`config.mk`:
```
export PLATFORM = sky130hd
export DESIGN_NAME = uart_dbg_bridge
export DESIGN_NICKNAME = d
export VERILOG_FILES = /design/src/hw/uart_dbg_pkg.sv /design/src/hw/baud_timer.sv /design/src/hw/dbg_cmd_fsm.sv /design/src/hw/uart_dbg_bridge.sv /design/src/hw/uart_rx_frame.sv /design/src/hw/uart_tx_frame.sv
export VERILOG_INCLUDE_DIRS = /design/src /design/src/hw
export SDC_FILE = /design/constraint.sdc
export NUM_CORES = 1
export LEC_CHECK = 0
export BUFFER_PORTS_ARGS = -buffer_cell sky130_fd_sc_hd__buf_2
export CAP_MARGIN = 10
export CORE_MARGIN = 10
export CORE_UTILIZATION = 40
export DETAILED_ROUTE_END_ITERATION = 10
export HOLD_SLACK_MARGIN = 0.02
export SYNTH_ARGS = -nofsm -noshare
export SYNTH_HDL_FRONTEND = slang
export SYNTH_SLANG_ARGS = --single-unit
```
`constraint.sdc`:
```
create_clock -name clk -period 3 [get_ports clk]
set_input_delay 0.6 -clock clk [delete_from_list [all_inputs] [get_ports clk]]
set_output_delay 0.6 -clock clk [all_outputs]
set_load 0.005 [all_outputs]
```
`src/hw/uart_dbg_defs.svh`:
```
// UART debug bridge constants: bit timing, host command codes and field widths
`ifndef UART_DBG_DEFS_SVH
`define UART_DBG_DEFS_SVH

////////////////////
// Bit timing
////////////////////

// Clock cycles per UART bit
`define UART_DBG_CLKS_PER_BIT 16

////////////////////
// Command codes
////////////////////

`define UART_DBG_CMD_READ  8'h11
`define UART_DBG_CMD_WRITE 8'h12
`define UART_DBG_ACK       8'h06
`define UART_DBG_EOT       8'h04

// Four address bytes, then two length bytes, all LSB first
`define UART_DBG_HDR_BYTES 6

////////////////////
// Widths
////////////////////

`define UART_DBG_BYTE_W     8
`define UART_DBG_ADDR_W     32
`define UART_DBG_LEN_W      16
`define UART_DBG_APB_DATA_W 32

`endif

```
`src/hw/uart_dbg_pkg.sv`:
```
// UART debug bridge package with the byte, address, length and header types
`include "uart_dbg_defs.svh"

package uart_dbg_pkg;

  // One UART payload byte
  typedef logic [`UART_DBG_BYTE_W-1:0] byte_t;

  // APB byte address
  typedef logic [`UART_DBG_ADDR_W-1:0] addr_t;

  // Transfer length in bytes
  typedef logic [`UART_DBG_LEN_W-1:0] len_t;

  // APB data word
  typedef logic [`UART_DBG_APB_DATA_W-1:0] apb_data_t;

  // Header as the FSM uses it
  // Address sits in the low bits, since it arrives first
  typedef struct packed {
    len_t  len;
    addr_t addr;
  } dbg_hdr_fields_t;

  // Same 48 bits, filled one received byte at a time
  typedef union packed {
    byte_t [`UART_DBG_HDR_BYTES-1:0] bytes;
    dbg_hdr_fields_t                 fields;
  } dbg_hdr_u;

endpackage

```
`src/hw/baud_timer.sv`:
```
// Baud timer that divides the clock into one tick per UART bit period
`include "uart_dbg_defs.svh"

module baud_timer (
  input  logic clk,
  input  logic rst_n_i,
  input  logic restart_i,
  input  logic half_i,
  output logic tick_o
);

  localparam int unsigned PERIOD = `UART_DBG_CLKS_PER_BIT;
  localparam int unsigned CNT_W  = (PERIOD > 1) ? $clog2(PERIOD) : 1;

  localparam logic [CNT_W-1:0] LAST_CNT = CNT_W'(PERIOD - 1);
  localparam logic [CNT_W-1:0] HALF_CNT = CNT_W'(PERIOD / 2);

  logic [CNT_W-1:0] cnt_q;

  // Free running counter, wraps once per bit
  always_ff @(posedge clk or negedge rst_n_i) begin
    if (!rst_n_i) begin
      cnt_q <= '0;
    end else if (restart_i) begin
      // Half start puts the first tick at mid-bit
      cnt_q <= half_i ? HALF_CNT : '0;
    end else if (cnt_q == LAST_CNT) begin
      cnt_q <= '0;
    end else begin
      cnt_q <= cnt_q + 1'b1;
    end
  end

  // No tick in the restart cycle
  assign tick_o = (cnt_q == LAST_CNT) && !restart_i;

endmodule

```
`src/hw/dbg_cmd_fsm.sv`:
```
// Debug command FSM that decodes host commands and runs byte-wide APB accesses
`include "uart_dbg_defs.svh"

module dbg_cmd_fsm import uart_dbg_pkg::*; (
  input  logic       clk,
  input  logic       rst_n_i,
  input  byte_t      rx_data_i,
  input  logic       rx_valid_i,
  output byte_t      tx_data_o,
  output logic       tx_start_o,
  input  logic       tx_busy_i,
  output logic       psel_o,
  output logic       penable_o,
  output logic       pwrite_o,
  output addr_t      paddr_o,
  output apb_data_t  pwdata_o,
  output logic [3:0] pstrb_o,
  input  apb_data_t  prdata_i,
  input  logic       pready_i
);

  localparam logic [2:0] IDLE            = 3'd0;
  localparam logic [2:0] HEADER          = 3'd1;
  localparam logic [2:0] SEND_ACK        = 3'd2;
  localparam logic [2:0] WRITE_WAIT_BYTE = 3'd3;
  localparam logic [2:0] APB_SETUP       = 3'd4;
  localparam logic [2:0] APB_ACCESS      = 3'd5;
  localparam logic [2:0] SEND_DATA       = 3'd6;
  localparam logic [2:0] SEND_EOT        = 3'd7;

  localparam int unsigned      IDX_W    = $clog2(`UART_DBG_HDR_BYTES);
  localparam logic [IDX_W-1:0] LAST_IDX = IDX_W'(`UART_DBG_HDR_BYTES - 1);

  logic [2:0]       state_q;
  logic [IDX_W-1:0] hdr_idx_q;
  logic             ping_q;
  logic             pwrite_q;
  dbg_hdr_u         hdr_q;
  byte_t            wbyte_q;
  byte_t            rdata_q;
  logic [1:0]       lane;
  logic             tx_fire;
  logic             apb_done;
  logic             last_byte;
  logic             step;

  assign lane      = hdr_q.fields.addr[1:0];
  assign apb_done  = (state_q == APB_ACCESS) && pready_i;
  assign last_byte = (hdr_q.fields.len == len_t'(1));
  assign tx_fire   = tx_start_o;
  // One byte done, move to the next address
  assign step      = (apb_done && pwrite_q) || ((state_q == SEND_DATA) && tx_fire);

  ////////////////////
  // State register
  ////////////////////

  always_ff @(posedge clk or negedge rst_n_i) begin
    if (!rst_n_i) begin
      state_q   <= IDLE;
      hdr_idx_q <= '0;
      ping_q    <= 1'b0;
      pwrite_q  <= 1'b0;
    end else begin
      case (state_q)
        IDLE: begin
          if (rx_valid_i) begin
            hdr_idx_q <= '0;
            if (rx_data_i == `UART_DBG_ACK) begin
              ping_q  <= 1'b1;
              state_q <= SEND_ACK;
            end else if ((rx_data_i == `UART_DBG_CMD_READ) ||
                         (rx_data_i == `UART_DBG_CMD_WRITE)) begin
              ping_q   <= 1'b0;
              pwrite_q <= (rx_data_i == `UART_DBG_CMD_WRITE);
              state_q  <= HEADER;
            end
          end
        end
        HEADER: begin
          if (rx_valid_i) begin
            hdr_idx_q <= hdr_idx_q + 1'b1;
            if (hdr_idx_q == LAST_IDX) begin
              state_q <= SEND_ACK;
            end
          end
        end
        SEND_ACK: begin
          if (tx_fire) begin
            if (ping_q) begin
              state_q <= IDLE;
            end else if (hdr_q.fields.len == '0) begin
              state_q <= SEND_EOT;
            end else if (pwrite_q) begin
              state_q <= WRITE_WAIT_BYTE;
            end else begin
              state_q <= APB_SETUP;
            end
          end
        end
        WRITE_WAIT_BYTE: begin
          if (rx_valid_i) begin
            state_q <= APB_SETUP;
          end
        end
        APB_SETUP: begin
          state_q <= APB_ACCESS;
        end
        APB_ACCESS: begin
          if (pready_i) begin
            if (!pwrite_q) begin
              state_q <= SEND_DATA;
            end else begin
              state_q <= last_byte ? SEND_EOT : WRITE_WAIT_BYTE;
            end
          end
        end
        SEND_DATA: begin
          if (tx_fire) begin
            state_q <= last_byte ? SEND_EOT : APB_SETUP;
          end
        end
        default: begin
          if (tx_fire) begin
            state_q <= IDLE;
          end
        end
      endcase
    end
  end

  ////////////////////
  // Datapath
  ////////////////////

  // Header is filled bytewise, then counted down through its fields
  always_ff @(posedge clk) begin
    if ((state_q == HEADER) && rx_valid_i) begin
      hdr_q.bytes[hdr_idx_q] <= rx_data_i;
    end
    if (step) begin
      hdr_q.fields.addr <= hdr_q.fields.addr + 1'b1;
      hdr_q.fields.len  <= hdr_q.fields.len - 1'b1;
    end
    if ((state_q == WRITE_WAIT_BYTE) && rx_valid_i) begin
      wbyte_q <= rx_data_i;
    end
    if (apb_done && !pwrite_q) begin
      rdata_q <= prdata_i[8*lane +: 8];
    end
  end

  // Replies
  assign tx_start_o = !tx_busy_i &&
                      ((state_q == SEND_ACK) || (state_q == SEND_DATA) || (state_q == SEND_EOT));

  always_comb begin
    case (state_q)
      SEND_DATA: tx_data_o = rdata_q;
      SEND_EOT:  tx_data_o = `UART_DBG_EOT;
      default:   tx_data_o = `UART_DBG_ACK;
    endcase
  end

  // APB requester, one byte lane per access
  assign psel_o    = (state_q == APB_SETUP) || (state_q == APB_ACCESS);
  assign penable_o = (state_q == APB_ACCESS);
  assign pwrite_o  = pwrite_q;
  assign paddr_o   = {hdr_q.fields.addr[$bits(addr_t)-1:2], 2'b00};
  assign pwdata_o  = {4{wbyte_q}};
  assign pstrb_o   = pwrite_q ? (4'b0001 << lane) : 4'b0000;

endmodule

```
`src/hw/uart_dbg_bridge.sv`:
```
// UART debug bridge top that links the serial frame units to the APB command FSM
module uart_dbg_bridge import uart_dbg_pkg::*; (
  input  logic       clk,
  input  logic       rst_n_i,
  input  logic       uart_rx_i,
  output logic       uart_tx_o,
  output logic       psel_o,
  output logic       penable_o,
  output logic       pwrite_o,
  output addr_t      paddr_o,
  output apb_data_t  pwdata_o,
  output logic [3:0] pstrb_o,
  input  apb_data_t  prdata_i,
  input  logic       pready_i,
  // Error responses are not reported back to the host
  input  logic       pslverr_i
);

  byte_t rx_data;
  logic  rx_valid;
  byte_t tx_data;
  logic  tx_start;
  logic  tx_busy;

  uart_rx_frame i_uart_rx_frame (
    .clk        ( clk       ),
    .rst_n_i    ( rst_n_i   ),
    .uart_rx_i  ( uart_rx_i ),
    .rx_data_o  ( rx_data   ),
    .rx_valid_o ( rx_valid  )
  );

  uart_tx_frame i_uart_tx_frame (
    .clk        ( clk       ),
    .rst_n_i    ( rst_n_i   ),
    .tx_data_i  ( tx_data   ),
    .tx_start_i ( tx_start  ),
    .tx_busy_o  ( tx_busy   ),
    .uart_tx_o  ( uart_tx_o )
  );

  dbg_cmd_fsm i_dbg_cmd_fsm (
    .clk        ( clk       ),
    .rst_n_i    ( rst_n_i   ),
    .rx_data_i  ( rx_data   ),
    .rx_valid_i ( rx_valid  ),
    .tx_data_o  ( tx_data   ),
    .tx_start_o ( tx_start  ),
    .tx_busy_i  ( tx_busy   ),
    .psel_o     ( psel_o    ),
    .penable_o  ( penable_o ),
    .pwrite_o   ( pwrite_o  ),
    .paddr_o    ( paddr_o   ),
    .pwdata_o   ( pwdata_o  ),
    .pstrb_o    ( pstrb_o   ),
    .prdata_i   ( prdata_i  ),
    .pready_i   ( pready_i  )
  );

endmodule

```
`src/hw/uart_rx_frame.sv`:
```
// UART receiver that turns 8N1 frames into bytes with a one-cycle valid pulse
module uart_rx_frame import uart_dbg_pkg::*; (
  input  logic  clk,
  input  logic  rst_n_i,
  input  logic  uart_rx_i,
  output byte_t rx_data_o,
  output logic  rx_valid_o
);

  localparam logic [1:0] RX_IDLE  = 2'd0;
  localparam logic [1:0] RX_START = 2'd1;
  localparam logic [1:0] RX_DATA  = 2'd2;
  localparam logic [1:0] RX_STOP  = 2'd3;

  logic [1:0] state_q;
  logic       rx_meta_q;
  logic       rx_sync_q;
  logic       rx_prev_q;
  logic [2:0] bit_cnt_q;
  byte_t      shift_q;
  logic       tick;
  logic       start_edge;

  // Falling edge of the start bit while idle
  assign start_edge = (state_q == RX_IDLE) && rx_prev_q && !rx_sync_q;

  baud_timer i_baud_timer (
    .clk       ( clk        ),
    .rst_n_i   ( rst_n_i    ),
    .restart_i ( start_edge ),
    .half_i    ( 1'b1       ),
    .tick_o    ( tick       )
  );

  ////////////////////
  // Frame control
  ////////////////////

  always_ff @(posedge clk or negedge rst_n_i) begin
    if (!rst_n_i) begin
      rx_meta_q  <= 1'b1;
      rx_sync_q  <= 1'b1;
      rx_prev_q  <= 1'b1;
      state_q    <= RX_IDLE;
      bit_cnt_q  <= '0;
      rx_valid_o <= 1'b0;
    end else begin
      rx_meta_q  <= uart_rx_i;
      rx_sync_q  <= rx_meta_q;
      rx_prev_q  <= rx_sync_q;
      rx_valid_o <= 1'b0;
      case (state_q)
        RX_IDLE: begin
          if (start_edge) begin
            state_q <= RX_START;
          end
        end
        RX_START: begin
          if (tick) begin
            bit_cnt_q <= '0;
            // Line back high at mid start bit means a glitch
            state_q   <= rx_sync_q ? RX_IDLE : RX_DATA;
          end
        end
        RX_DATA: begin
          if (tick) begin
            bit_cnt_q <= bit_cnt_q + 1'b1;
            if (bit_cnt_q == 3'd7) begin
              state_q <= RX_STOP;
            end
          end
        end
        default: begin
          // Stop bit low drops the frame
          if (tick) begin
            rx_valid_o <= rx_sync_q;
            state_q    <= RX_IDLE;
          end
        end
      endcase
    end
  end

  // Data bits arrive LSB first
  always_ff @(posedge clk) begin
    if ((state_q == RX_DATA) && tick) begin
      shift_q <= {rx_sync_q, shift_q[7:1]};
    end
  end

  assign rx_data_o = shift_q;

endmodule

```
`src/hw/uart_tx_frame.sv`:
```
// UART transmitter that sends one byte as an 8N1 frame and flags busy meanwhile
module uart_tx_frame import uart_dbg_pkg::*; (
  input  logic  clk,
  input  logic  rst_n_i,
  input  byte_t tx_data_i,
  input  logic  tx_start_i,
  output logic  tx_busy_o,
  output logic  uart_tx_o
);

  logic [9:0] shift_q;
  logic [3:0] bit_cnt_q;
  logic       busy_q;
  logic       tick;
  logic       load;

  // A start request while busy is not taken
  assign load = tx_start_i && !busy_q;

  baud_timer i_baud_timer (
    .clk       ( clk     ),
    .rst_n_i   ( rst_n_i ),
    .restart_i ( load    ),
    .half_i    ( 1'b0    ),
    .tick_o    ( tick    )
  );

  ////////////////////
  // Shift register
  ////////////////////

  // Bit 0 drives the line, ones shift in behind the frame
  always_ff @(posedge clk or negedge rst_n_i) begin
    if (!rst_n_i) begin
      shift_q   <= '1;
      bit_cnt_q <= '0;
      busy_q    <= 1'b0;
    end else if (load) begin
      // Stop bit, data LSB first, start bit
      shift_q   <= {1'b1, tx_data_i, 1'b0};
      bit_cnt_q <= '0;
      busy_q    <= 1'b1;
    end else if (busy_q && tick) begin
      shift_q <= {1'b1, shift_q[9:1]};
      // Tenth tick closes the stop bit
      if (bit_cnt_q == 4'd9) begin
        busy_q <= 1'b0;
      end else begin
        bit_cnt_q <= bit_cnt_q + 1'b1;
      end
    end
  end

  assign uart_tx_o = shift_q[0];
  assign tx_busy_o = busy_q;

endmodule

```
==> results of run 1 <==
==> sequential cells by signal, indices dropped and copies added, names as in the netlist, 2 cells and up <==
name	flops
i_dbg_cmd_fsm.hdr_idx_q	3
i_dbg_cmd_fsm.hdr_q	48
i_dbg_cmd_fsm.rdata_q	8
i_dbg_cmd_fsm.state_q	3
i_dbg_cmd_fsm.wbyte_q	8
i_uart_rx_frame.bit_cnt_q	3
i_uart_rx_frame.i_baud_timer.cnt_q	4
i_uart_rx_frame.rx_data_o	8
i_uart_rx_frame.state_q	2
i_uart_tx_frame.bit_cnt_q	4
i_uart_tx_frame.i_baud_timer.cnt_q	4
i_uart_tx_frame.shift_q	9
==> cell type report <==
| class | count | area, µm² |
|---|---|---|
| clock inverter | 6 | 36.3 |
| fill | 1489 | 8700 |
| clock buffer | 10 | 239 |
| tap | 216 | 270 |
| sequential | 111 | 3150 |
| multi-input combinational | 408 | 2690 |
| timing repair buffer | 130 | 713 |
| inverter | 22 | 82.6 |
==> through the flow <==
stage	area [µm²]	total power [mW]
6_report	7190	3.08
3_5_place_dp	6910	1.99
5_1_grt	7190	3.23
3_3_place_gp	6910	1.97
2_1_floorplan	6480	1.92
4_1_cts	7190	3.12
==> cell families (layout without fill, tap and decap cells) <==
kind of cell	Yosys count	after routing
and+or+nand+nor	219	219
AOI/OAI and AO/OA	115	115
buffers and inverters	112	168
DFF	111	111
xor gates and xnor gates	48	48
adders and majority gates	15	15
muxes	9	9
other	1	2
==> critical path, stage by stage (launching register included) <==
cell,delay [ns]
edfxtp_1,0.43
nor4_1,0.74
nand2_1,0.17
or4_1,0.45
xor2_1,0.14
o21ai_0,0.09
==> final timing paths <==
path,startpoint,to,slack [ns],cells after the start
setup / recovery,i_dbg_cmd_fsm.hdr_q[38]$_DFFE_PP_,i_dbg_cmd_fsm.hdr_q[43]$_DFFE_PP_,0.74,5
hold / removal,uart_rx_i,i_uart_rx_frame.rx_meta_q$_DFF_PN1_,0.35,1
setup reg to reg,i_dbg_cmd_fsm.hdr_q[38]$_DFFE_PP_,i_dbg_cmd_fsm.hdr_q[43]$_DFFE_PP_,0.74,5
hold reg to reg,i_uart_rx_frame.rx_meta_q$_DFF_PN1_,i_uart_rx_frame.rx_sync_q$_DFF_PN1_,0.36,0
max in group asynchronous,rst_n_i,i_uart_tx_frame.bit_cnt_q[0]$_DFFE_PN0P_,2.07,1
min in group asynchronous,rst_n_i,i_uart_rx_frame.i_baud_timer.cnt_q[1]$_DFF_PN0_,0.37,1
==> cell usage in the layout, fill, tap and decap left out, types with 25 or more instances in the layout <==
master    Yosys  layout
buf_2         1     105
edfxtp_1     72      72
o21ai_0      57      57
nand3_1      53      53
nand2_1      46      45
nor2_1       30      30
dfrtp_1      27      27
xor2_1       26      26
buf_4        56      25
==> power breakdown <==
part	switching, mW	leakage, nW	internal, mW
registers	0.0737	1.23	1.68
clock network	0.545	0.130	0.581
logic	0.0970	1.65	0.109
==> layer usage <==
metal	vias to the layer above	global-route usage (%)
met2	140	24.2
met3	28	3.38
met1	2392	17.4
met5	-	0
met4	0	6.54
li1	2332	-
==> flow_summary.yaml, run 1 <==
status:
  outcome: "finished, final reports clean"
cells_and_area:
  drive_gt1_share_pct: 25.6
  area_growth_pct: 11.1
  post-route-util_pct: 45.3
  nets: 734
  finalNonFillerCells: 903
  diodes: 0
floorplan:
  die_h_um: 147
  core_um2: 15900
  die_area_um2: 21700
  initial_core_util_pct: 40.7
  die_w_um: 147
  core.rowCount: 46
  ios: 109
logic_synthesis:
  async_reset_ff_share_pct: 35.1
  synth_area_um2: 6470
  synth_top_family_by_area: "simple AND/OR/NAND/NOR gates"
  ys_types: 59
  synth_most_common_cell: "edfxtp_1"
  synthMuxAreaShare_pct: 2.96
  synth-seq-cells: 111
  synthXorXnorAreaFrac_pct: 6.50
  netlist_top_cells_count: "edfxtp_1 (72), o21ai_0 (57), buf_4 (56)"
  synth_compound_area_share_pct: 11.5
  synth_largest_area_cell: "edfxtp_1"
  yosys_most_used_dff: "edfxtp_1"
  synth_edf_count: 72
  synth_fa_ha_area_share_pct: 2.90
  yosys_warnings: 0
  synth_top_area_share_pct: 33.4
  synth_area_leaders: "edfxtp_1 (33%), dfrtp_1 (10%), buf_4 (6.5%)"
  yosys.area_share.simple_pct: 17.6
  avgSynthCellArea_um2: 10.3
  seq_area_frac_synth_pct: 48.7
  synth_cells: 630
drt:
  drtPass1Iterations: 5
  drt-met1-wl_um: 6650
  wl_per_cell_um: 17.5
  drc_errors: 0
  via_count: 4892
  routed_via_density: 5.42
  maxUsedRoutingLayer: "met4"
  routed_wl_um: 15800
  dr_wl_met2_um: 7710
  wl_met3_um: 1040
  first_iter_violations: 339
  final_antenna_net_count: 0
pwr:
  powerDensity_nw_per_um2: 429
  p_leak_nw: 3.01
  peakVddDrop_mv: 0.276
setup_path:
  path_class: "flip-flop to flip-flop"
  crit_fanout: 4
  worstSetupEndpointType: "flip-flop"
  critPathLaunchType: "flip-flop"
  worstPathArrival_ns: 2.37
  crit_required_ns: 3.11
global_routing:
  grt_pass1_wl_um: 25700
  track_usage_pct: 14.5
  grt_max_degree: 40
  grt.overflow.total: 0
  grt_pass1_vias: 4986
  antenna_found_initial: 0
sta:
  final-max-slew-violation-count: 0
  setup_tns_ns: 0
  worst_pin_slew_ns: 0.888
  hold_violations: 0
  fin_crit_ns: 2.26
  setup_viol: 0
  fmax_mhz: 442
  setup_ws_ns: 0.738
  finalHoldWorstSlack_ns: 0.345
  skew_ns: 0.0144
  max_slew_margin_pct: 40.8
  rsz0062_at_grt: "false"
  fin_crit_sh_pct: 75.4
cts:
  ctsRootBufferMaster: "clkbuf_16"
  cts.clk_slew.worst_paths_ns: 0.08
  cts_buffers: 9
  cts.sinks: 111
  clock_latency_ns: 0.36
  post_cts_resize_count: 0
  h-tree-depth: 3
  cts_tree: "yes"
  ctsHoldBuffers: 0
  postCtsSetupBuffers: 0
  clockBufferDepth: 2
placement:
  port_buffers: 105
  dp.cells: 887
  globalplace.congestion: 0.853
  dp_hpwl_um: 11400
  dpl_worst_slack_ns: 0.776
worst_hold_path:
  hold_path.class: "primary input to flip-flop"
flow_run:
  max_cap_viol_count: 0
Power figures use the tool's default switching activity.
==> run 2: changes to the inputs <==
- clock period: 3 -> 2.19 ns (I/O delays scaled with it)
==> flow_summary.yaml, run 2 (synthesis gave the netlist of run 1 again) <==
setup_path:
  crit_path_end: "i_dbg_cmd_fsm.state_q[1]$_DFFE_PN0P_"
  path_depth: 5
  rr_worst_depth: 5
  max_stage_delay_ns: 0.58
  critPathLaunchType: "flip-flop"
  rr_endpoint: "i_dbg_cmd_fsm.state_q[1]$_DFFE_PN0P_"
  worstSetupEndpointType: "flip-flop"
  r2r-start: "i_uart_rx_frame.rx_data_o[7]$_DFFE_PP_"
  path_buf_inv: 0
  worstPathArrival_ns: 2.36
  cp-startpoint: "i_uart_rx_frame.rx_data_o[7]$_DFFE_PP_"
  crit_fanout: 4
  cpLargestDelayFamily: "simple AND/OR/NAND/NOR gates"
  path_class: "flip-flop to flip-flop"
  path_cells: "or4_4 > or3b_4 > o211ai_2 > and2b_1 > mux2_4"
  slowest_stage: "or4_4"
  crit_required_ns: 2.42
  reg2reg_slack_ns: 0.06
cells_and_area:
  drive_gt1_share_pct: 27.7
  largest_reg_flops: 48
  diodes: 0
  finalInstanceArea_um2: 7380
  regMostFlops: "i_dbg_cmd_fsm.hdr_q"
  finalNonFillerCells: 923
  final_cell_mix: "buf_2 (105), edfxtp_1 (72), o21ai_0 (55)"
  nets: 754
  reg_top3: "i_dbg_cmd_fsm.hdr_q (48), i_uart_tx_frame.shift_q (9)"
  post-route-util_pct: 46.5
  area_growth_pct: 14.1
  fill_cells: 1530
  final_common_cell: "buf_2"
global_routing:
  grt.overflow.total: 0
  track_usage_pct: 14.6
  grt_max_degree: 40
  grt_pass1_wl_um: 25800
  antenna_found_initial: 0
  grt_pass1_vias: 4931
cts:
  ctsHoldBuffers: 0
  ctsRootBufferMaster: "clkbuf_16"
  h-tree-depth: 3
  cts_tree: "yes"
  cts.clk_slew.worst_paths_ns: 0.07
  clockBufferDepth: 2
  cts_buffers: 9
  cts.sinks: 111
  clock_latency_ns: 0.35
placement:
  globalplace.congestion: 0.890
  port_buffers: 105
  dpl_worst_slack_ns: 0.0194
  dp.cells: 906
  post_dp_cell_area_um2: 7070
  dp_hpwl_um: 11600
sta:
  max_slew_margin_pct: 40.9
  setup_tns_ns: 0
  final-max-slew-violation-count: 0
  rsz0062_at_grt: "true"
  setup_ws_ns: 0.0645
  hold_violations: 0
  fin_crit_ns: 2.13
  fin_crit_sh_pct: 97.1
  skew_ns: 0.00653
  worst_pin_slew_ns: 0.887
  finalHoldWorstSlack_ns: 0.184
  fmax_mhz: 470
  setup_viol: 0
drt:
  drc_errors: 0
  final_antenna_net_count: 0
  wl_per_cell_um: 17.2
  routed_wl_um: 15900
  drtPass1Iterations: 5
  routed_via_density: 5.34
  first_iter_violations: 387
  via_count: 4931
worst_hold_path:
  hold_path.class: "primary input to flip-flop"
  whs_path_depth: 1
pwr:
  peakVddDrop_mv: 0.350
  p_clk_share_pct: 38.4
  powerDensity_nw_per_um2: 591
  swShare_pct: 22.0
  p_int_mw: 3.40
  p_sw_mw: 0.962
  p_leak_nw: 3.13
  p_total_mw: 4.36
  p_comb_share_pct: 6.7
  seq_power_share_pct: 54.9
floorplan:
  die_h_um: 147
  die_w_um: 147
  die_area_um2: 21700
  ios: 109
  core.rowCount: 46
  core_um2: 15900
  initial_core_util_pct: 40.7
status:
  outcome: "finished, final reports clean"
flow_run:
  max_cap_viol_count: 0
==> run 2: how the worst min path moves through the flow <==
stage                                                   start                                endpoint  slack (ns)
after floorplan                                       rst_n_i  i_dbg_cmd_fsm.hdr_idx_q[0]$_DFFE_PN0P_        0.14
after global placement    i_uart_rx_frame.rx_meta_q$_DFF_PN1_     i_uart_rx_frame.rx_sync_q$_DFF_PN1_        0.35
after detailed placement  i_uart_rx_frame.rx_meta_q$_DFF_PN1_     i_uart_rx_frame.rx_sync_q$_DFF_PN1_        0.35
after CTS                                           uart_rx_i     i_uart_rx_frame.rx_meta_q$_DFF_PN1_        0.17
after global routing                                uart_rx_i     i_uart_rx_frame.rx_meta_q$_DFF_PN1_        0.18
final                                               uart_rx_i     i_uart_rx_frame.rx_meta_q$_DFF_PN1_        0.18
==> run 2: what timing repair did <==
| item | CTS | global route |
|---|---|---|
| gates resized for setup | 0 | 2 |
| endpoints found under the setup margin | 0 | 1 |
| setup buffers | 0 | 1 |
==> run 2: routing by layer <==
layer | up-vias | global-route usage [%] | part of all wire [%]
li1 | 2380 | - | -
met1 | 2420 | 18.7 | 45
met2 | 121 | 23.9 | 48
met3 | 10 | 3.07 | 5.5
met4 | 0 | 4.81 | 1.2
met5 | - | 0 | 0
==> run 2: final cells by class <==
class	count	area (µm²)	share of cell area, %
clock inverter	3	41.3	0.559
timing repair buffer	150	876	11.9
inverter	22	82.6	1.12
tap	216	270	3.66
sequential	111	3150	42.7
multi-input combinational	408	2700	36.6
clock buffer	13	260	3.52
==> run 2: worst reg2reg max path, cell delays in order (launching register included) <==
cell and delay, ns:
edfxtp_1 0.38, or4_4 0.58, or3b_4 0.41, o211ai_2 0.16
and2b_1 0.18, mux2_4 0.30
==> run 2: power by group through the flow <==
stage | Sequential [mW] | Clock (mW) | Combinational [mW]
floorplan | 2.39 | 0 | 0.236
global placement | 2.43 | 0 | 0.277
detailed placement | 2.44 | 0 | 0.300
CTS | 2.40 | 1.70 | 0.300
global route | 2.41 | 1.79 | 0.336
finish | 2.40 | 1.67 | 0.293
==> run 3: changes to the inputs <==
- CTS_BUF_LIST: not set -> sky130_fd_sc_hd__clkbuf_8
==> flow_summary.yaml, run 3 (synthesis gave the netlist of run 1 again) <==
cells_and_area:
  nets: 755
  final_common_cell: "buf_2"
  ff_latch_area_um2: 3150
  multiInputGateArea_um2: 2700
  drive_gt1_share_pct: 27.8
  area_growth_pct: 12.7
  diodes: 0
  fill_cells: 1543
  final_cell_mix: "buf_2 (105), edfxtp_1 (72), o21ai_0 (55)"
  reg_top3: "i_dbg_cmd_fsm.hdr_q (48), i_uart_tx_frame.shift_q (9)"
  finalNonFillerCells: 924
  largest_reg_flops: 48
  regMostFlops: "i_dbg_cmd_fsm.hdr_q"
drt:
  drtPass1Iterations: 4
  final_antenna_net_count: 0
  wl_per_cell_um: 17.2
  first_iter_violations: 403
  routed_via_density: 5.35
  routed_wl_um: 15900
  via_count: 4942
  drc_errors: 0
setup_path:
  slowest_stage: "or4_4"
  critPathLaunchType: "flip-flop"
  path_class: "flip-flop to flip-flop"
  max_stage_delay_ns: 0.57
  cp-startpoint: "i_uart_rx_frame.rx_data_o[7]$_DFFE_PP_"
  crit_path_end: "i_dbg_cmd_fsm.state_q[1]$_DFFE_PN0P_"
  reg2reg_slack_ns: 0.04
  worstPathArrival_ns: 2.41
  rr_worst_depth: 5
  crit_fanout: 4
  crit_required_ns: 2.45
  r2r-start: "i_uart_rx_frame.rx_data_o[7]$_DFFE_PP_"
  worstSetupEndpointType: "flip-flop"
  path_cells: "or4_4 > or3b_4 > o211ai_2 > and2b_1 > mux2_1"
  rr_endpoint: "i_dbg_cmd_fsm.state_q[1]$_DFFE_PN0P_"
pwr:
  p_total_mw: 3.96
  peakVddDrop_mv: 0.297
  p_leak_nw: 3.10
  powerDensity_nw_per_um2: 542
worst_hold_path:
  hold_path.class: "primary input to flip-flop"
  min_from: "uart_rx_i"
global_routing:
  grt.overflow.total: 0
  grt_pass1_wl_um: 25700
  antenna_found_initial: 0
  grt-busiest-layer: "met2"
  grt_pass1_vias: 4919
  use_met2_pct: 23.9
  grt_max_degree: 40
  grt_use_met1_pct: 18.7
  track_usage_pct: 14.6
  use_met3_pct: 3.16
status:
  outcome: "finished, final reports clean"
floorplan:
  core_um2: 15900
  die_w_um: 147
  initial_core_util_pct: 40.7
  core.rowCount: 46
  ios: 109
  die_h_um: 147
  die_area_um2: 21700
sta:
  skew_ns: 0.0128
  worst_pin_slew_ns: 0.878
  max_slew_margin_pct: 41.5
  fin_crit_ns: 2.15
  setup_viol: 0
  rsz0062_at_grt: "true"
  final-max-slew-violation-count: 0
  hold_violations: 0
  fmax_mhz: 466
  fin_crit_sh_pct: 98.0
cts:
  h-tree-depth: 3
  ctsRootBufferMaster: "clkbuf_8"
  cts.sinks: 111
  ctsHoldBuffers: 0
  cts_tree: "yes"
  cts.clk_slew.worst_paths_ns: 0.10
  cts_buffers: 9
  clockBufferDepth: 2
  clock_latency_ns: 0.38
flow_run:
  max_cap_viol_count: 0
placement:
  globalplace.congestion: 0.890
  dp_hpwl_um: 11600
  dp.cells: 906
  port_buffers: 105
run 3: changes by cell type in the layout (fill, tap and decap cells not counted), sizes merged:
| cell | before | now |
|---|---|---|
| buf | 150 | 151 |
| clkbuf | 13 | 11 |
| inv | 22 | 24 |
run 3: final cells by class:
| type | instances | share of cell area (%) |
|---|---|---|
| sequential | 111 | 43.2 |
| timing repair buffer | 151 | 12.1 |
| clock buffer | 11 | 2.08 |
| clock inverter | 5 | 0.669 |
| inverter | 22 | 1.13 |
| multi-input combinational | 408 | 37.1 |
| tap | 216 | 3.71 |
run 3: worst max-delay path: cells and delay by family (launching register included):
kind,cells,cell delay (ns)
multiplexers,1,0.33
AND/OR/NAND/NOR,3,1.15
AO/OA/AOI/OAI,1,0.16
flip-flops,1,0.40
run 3: stage by stage:
step	util (%)	setup WS (ns)	instance area (µm²)	TNS, ns	hold slack [ns]
detailed placement	44.5	0.0194	7070	0	0.348
floorplan	-	-0.0230	6480	-0.551	0.142
global placement	44.5	0.0680	7070	0	0.348
CTS	45.8	0.00310	7280	0	0.118
global route	45.9	-0.0336	7290	-0.0336	0.130
finish	45.9	0.0432	7290	0	0.141
run 3: worst min path at each step:
| stage | endpoint | slack (ns) | cells past startpoint |
|---|---|---|---|
| after floorplan | i_dbg_cmd_fsm.hdr_idx_q[0]$_DFFE_PN0P_ | 0.14 | 0 |
| after global placement | i_uart_rx_frame.rx_sync_q$_DFF_PN1_ | 0.35 | 0 |
| after detailed placement | i_uart_rx_frame.rx_sync_q$_DFF_PN1_ | 0.35 | 0 |
| after CTS | i_uart_rx_frame.rx_meta_q$_DFF_PN1_ | 0.12 | 1 |
| after global routing | i_uart_rx_frame.rx_meta_q$_DFF_PN1_ | 0.13 | 1 |
| final | i_uart_rx_frame.rx_meta_q$_DFF_PN1_ | 0.14 | 1 |
run 3: timing repair:
item                       CTS  global route
buffers inserted             1             1
setup endpoints to repair    1             1
resized for setup            0             2
pin swaps                    0             2
run 3: routing by layer:
| layer | part of all wire [%] | vias up |
|---|---|---|
| li1 | - | 2380 |
| met1 | 45 | 2423 |
| met2 | 48 | 127 |
| met3 | 6.2 | 12 |
| met4 | 1.3 | 0 |
| met5 | 0 | - |
run 3: power breakdown:
group | total, mW | switching [mW] | internal [mW] | leakage, nW
Sequential | 2.40 | 0.0985 | 2.30 | 1.23
Combinational | 0.294 | 0.138 | 0.156 | 1.76
Clock | 1.27 | 0.686 | 0.581 | 0.106
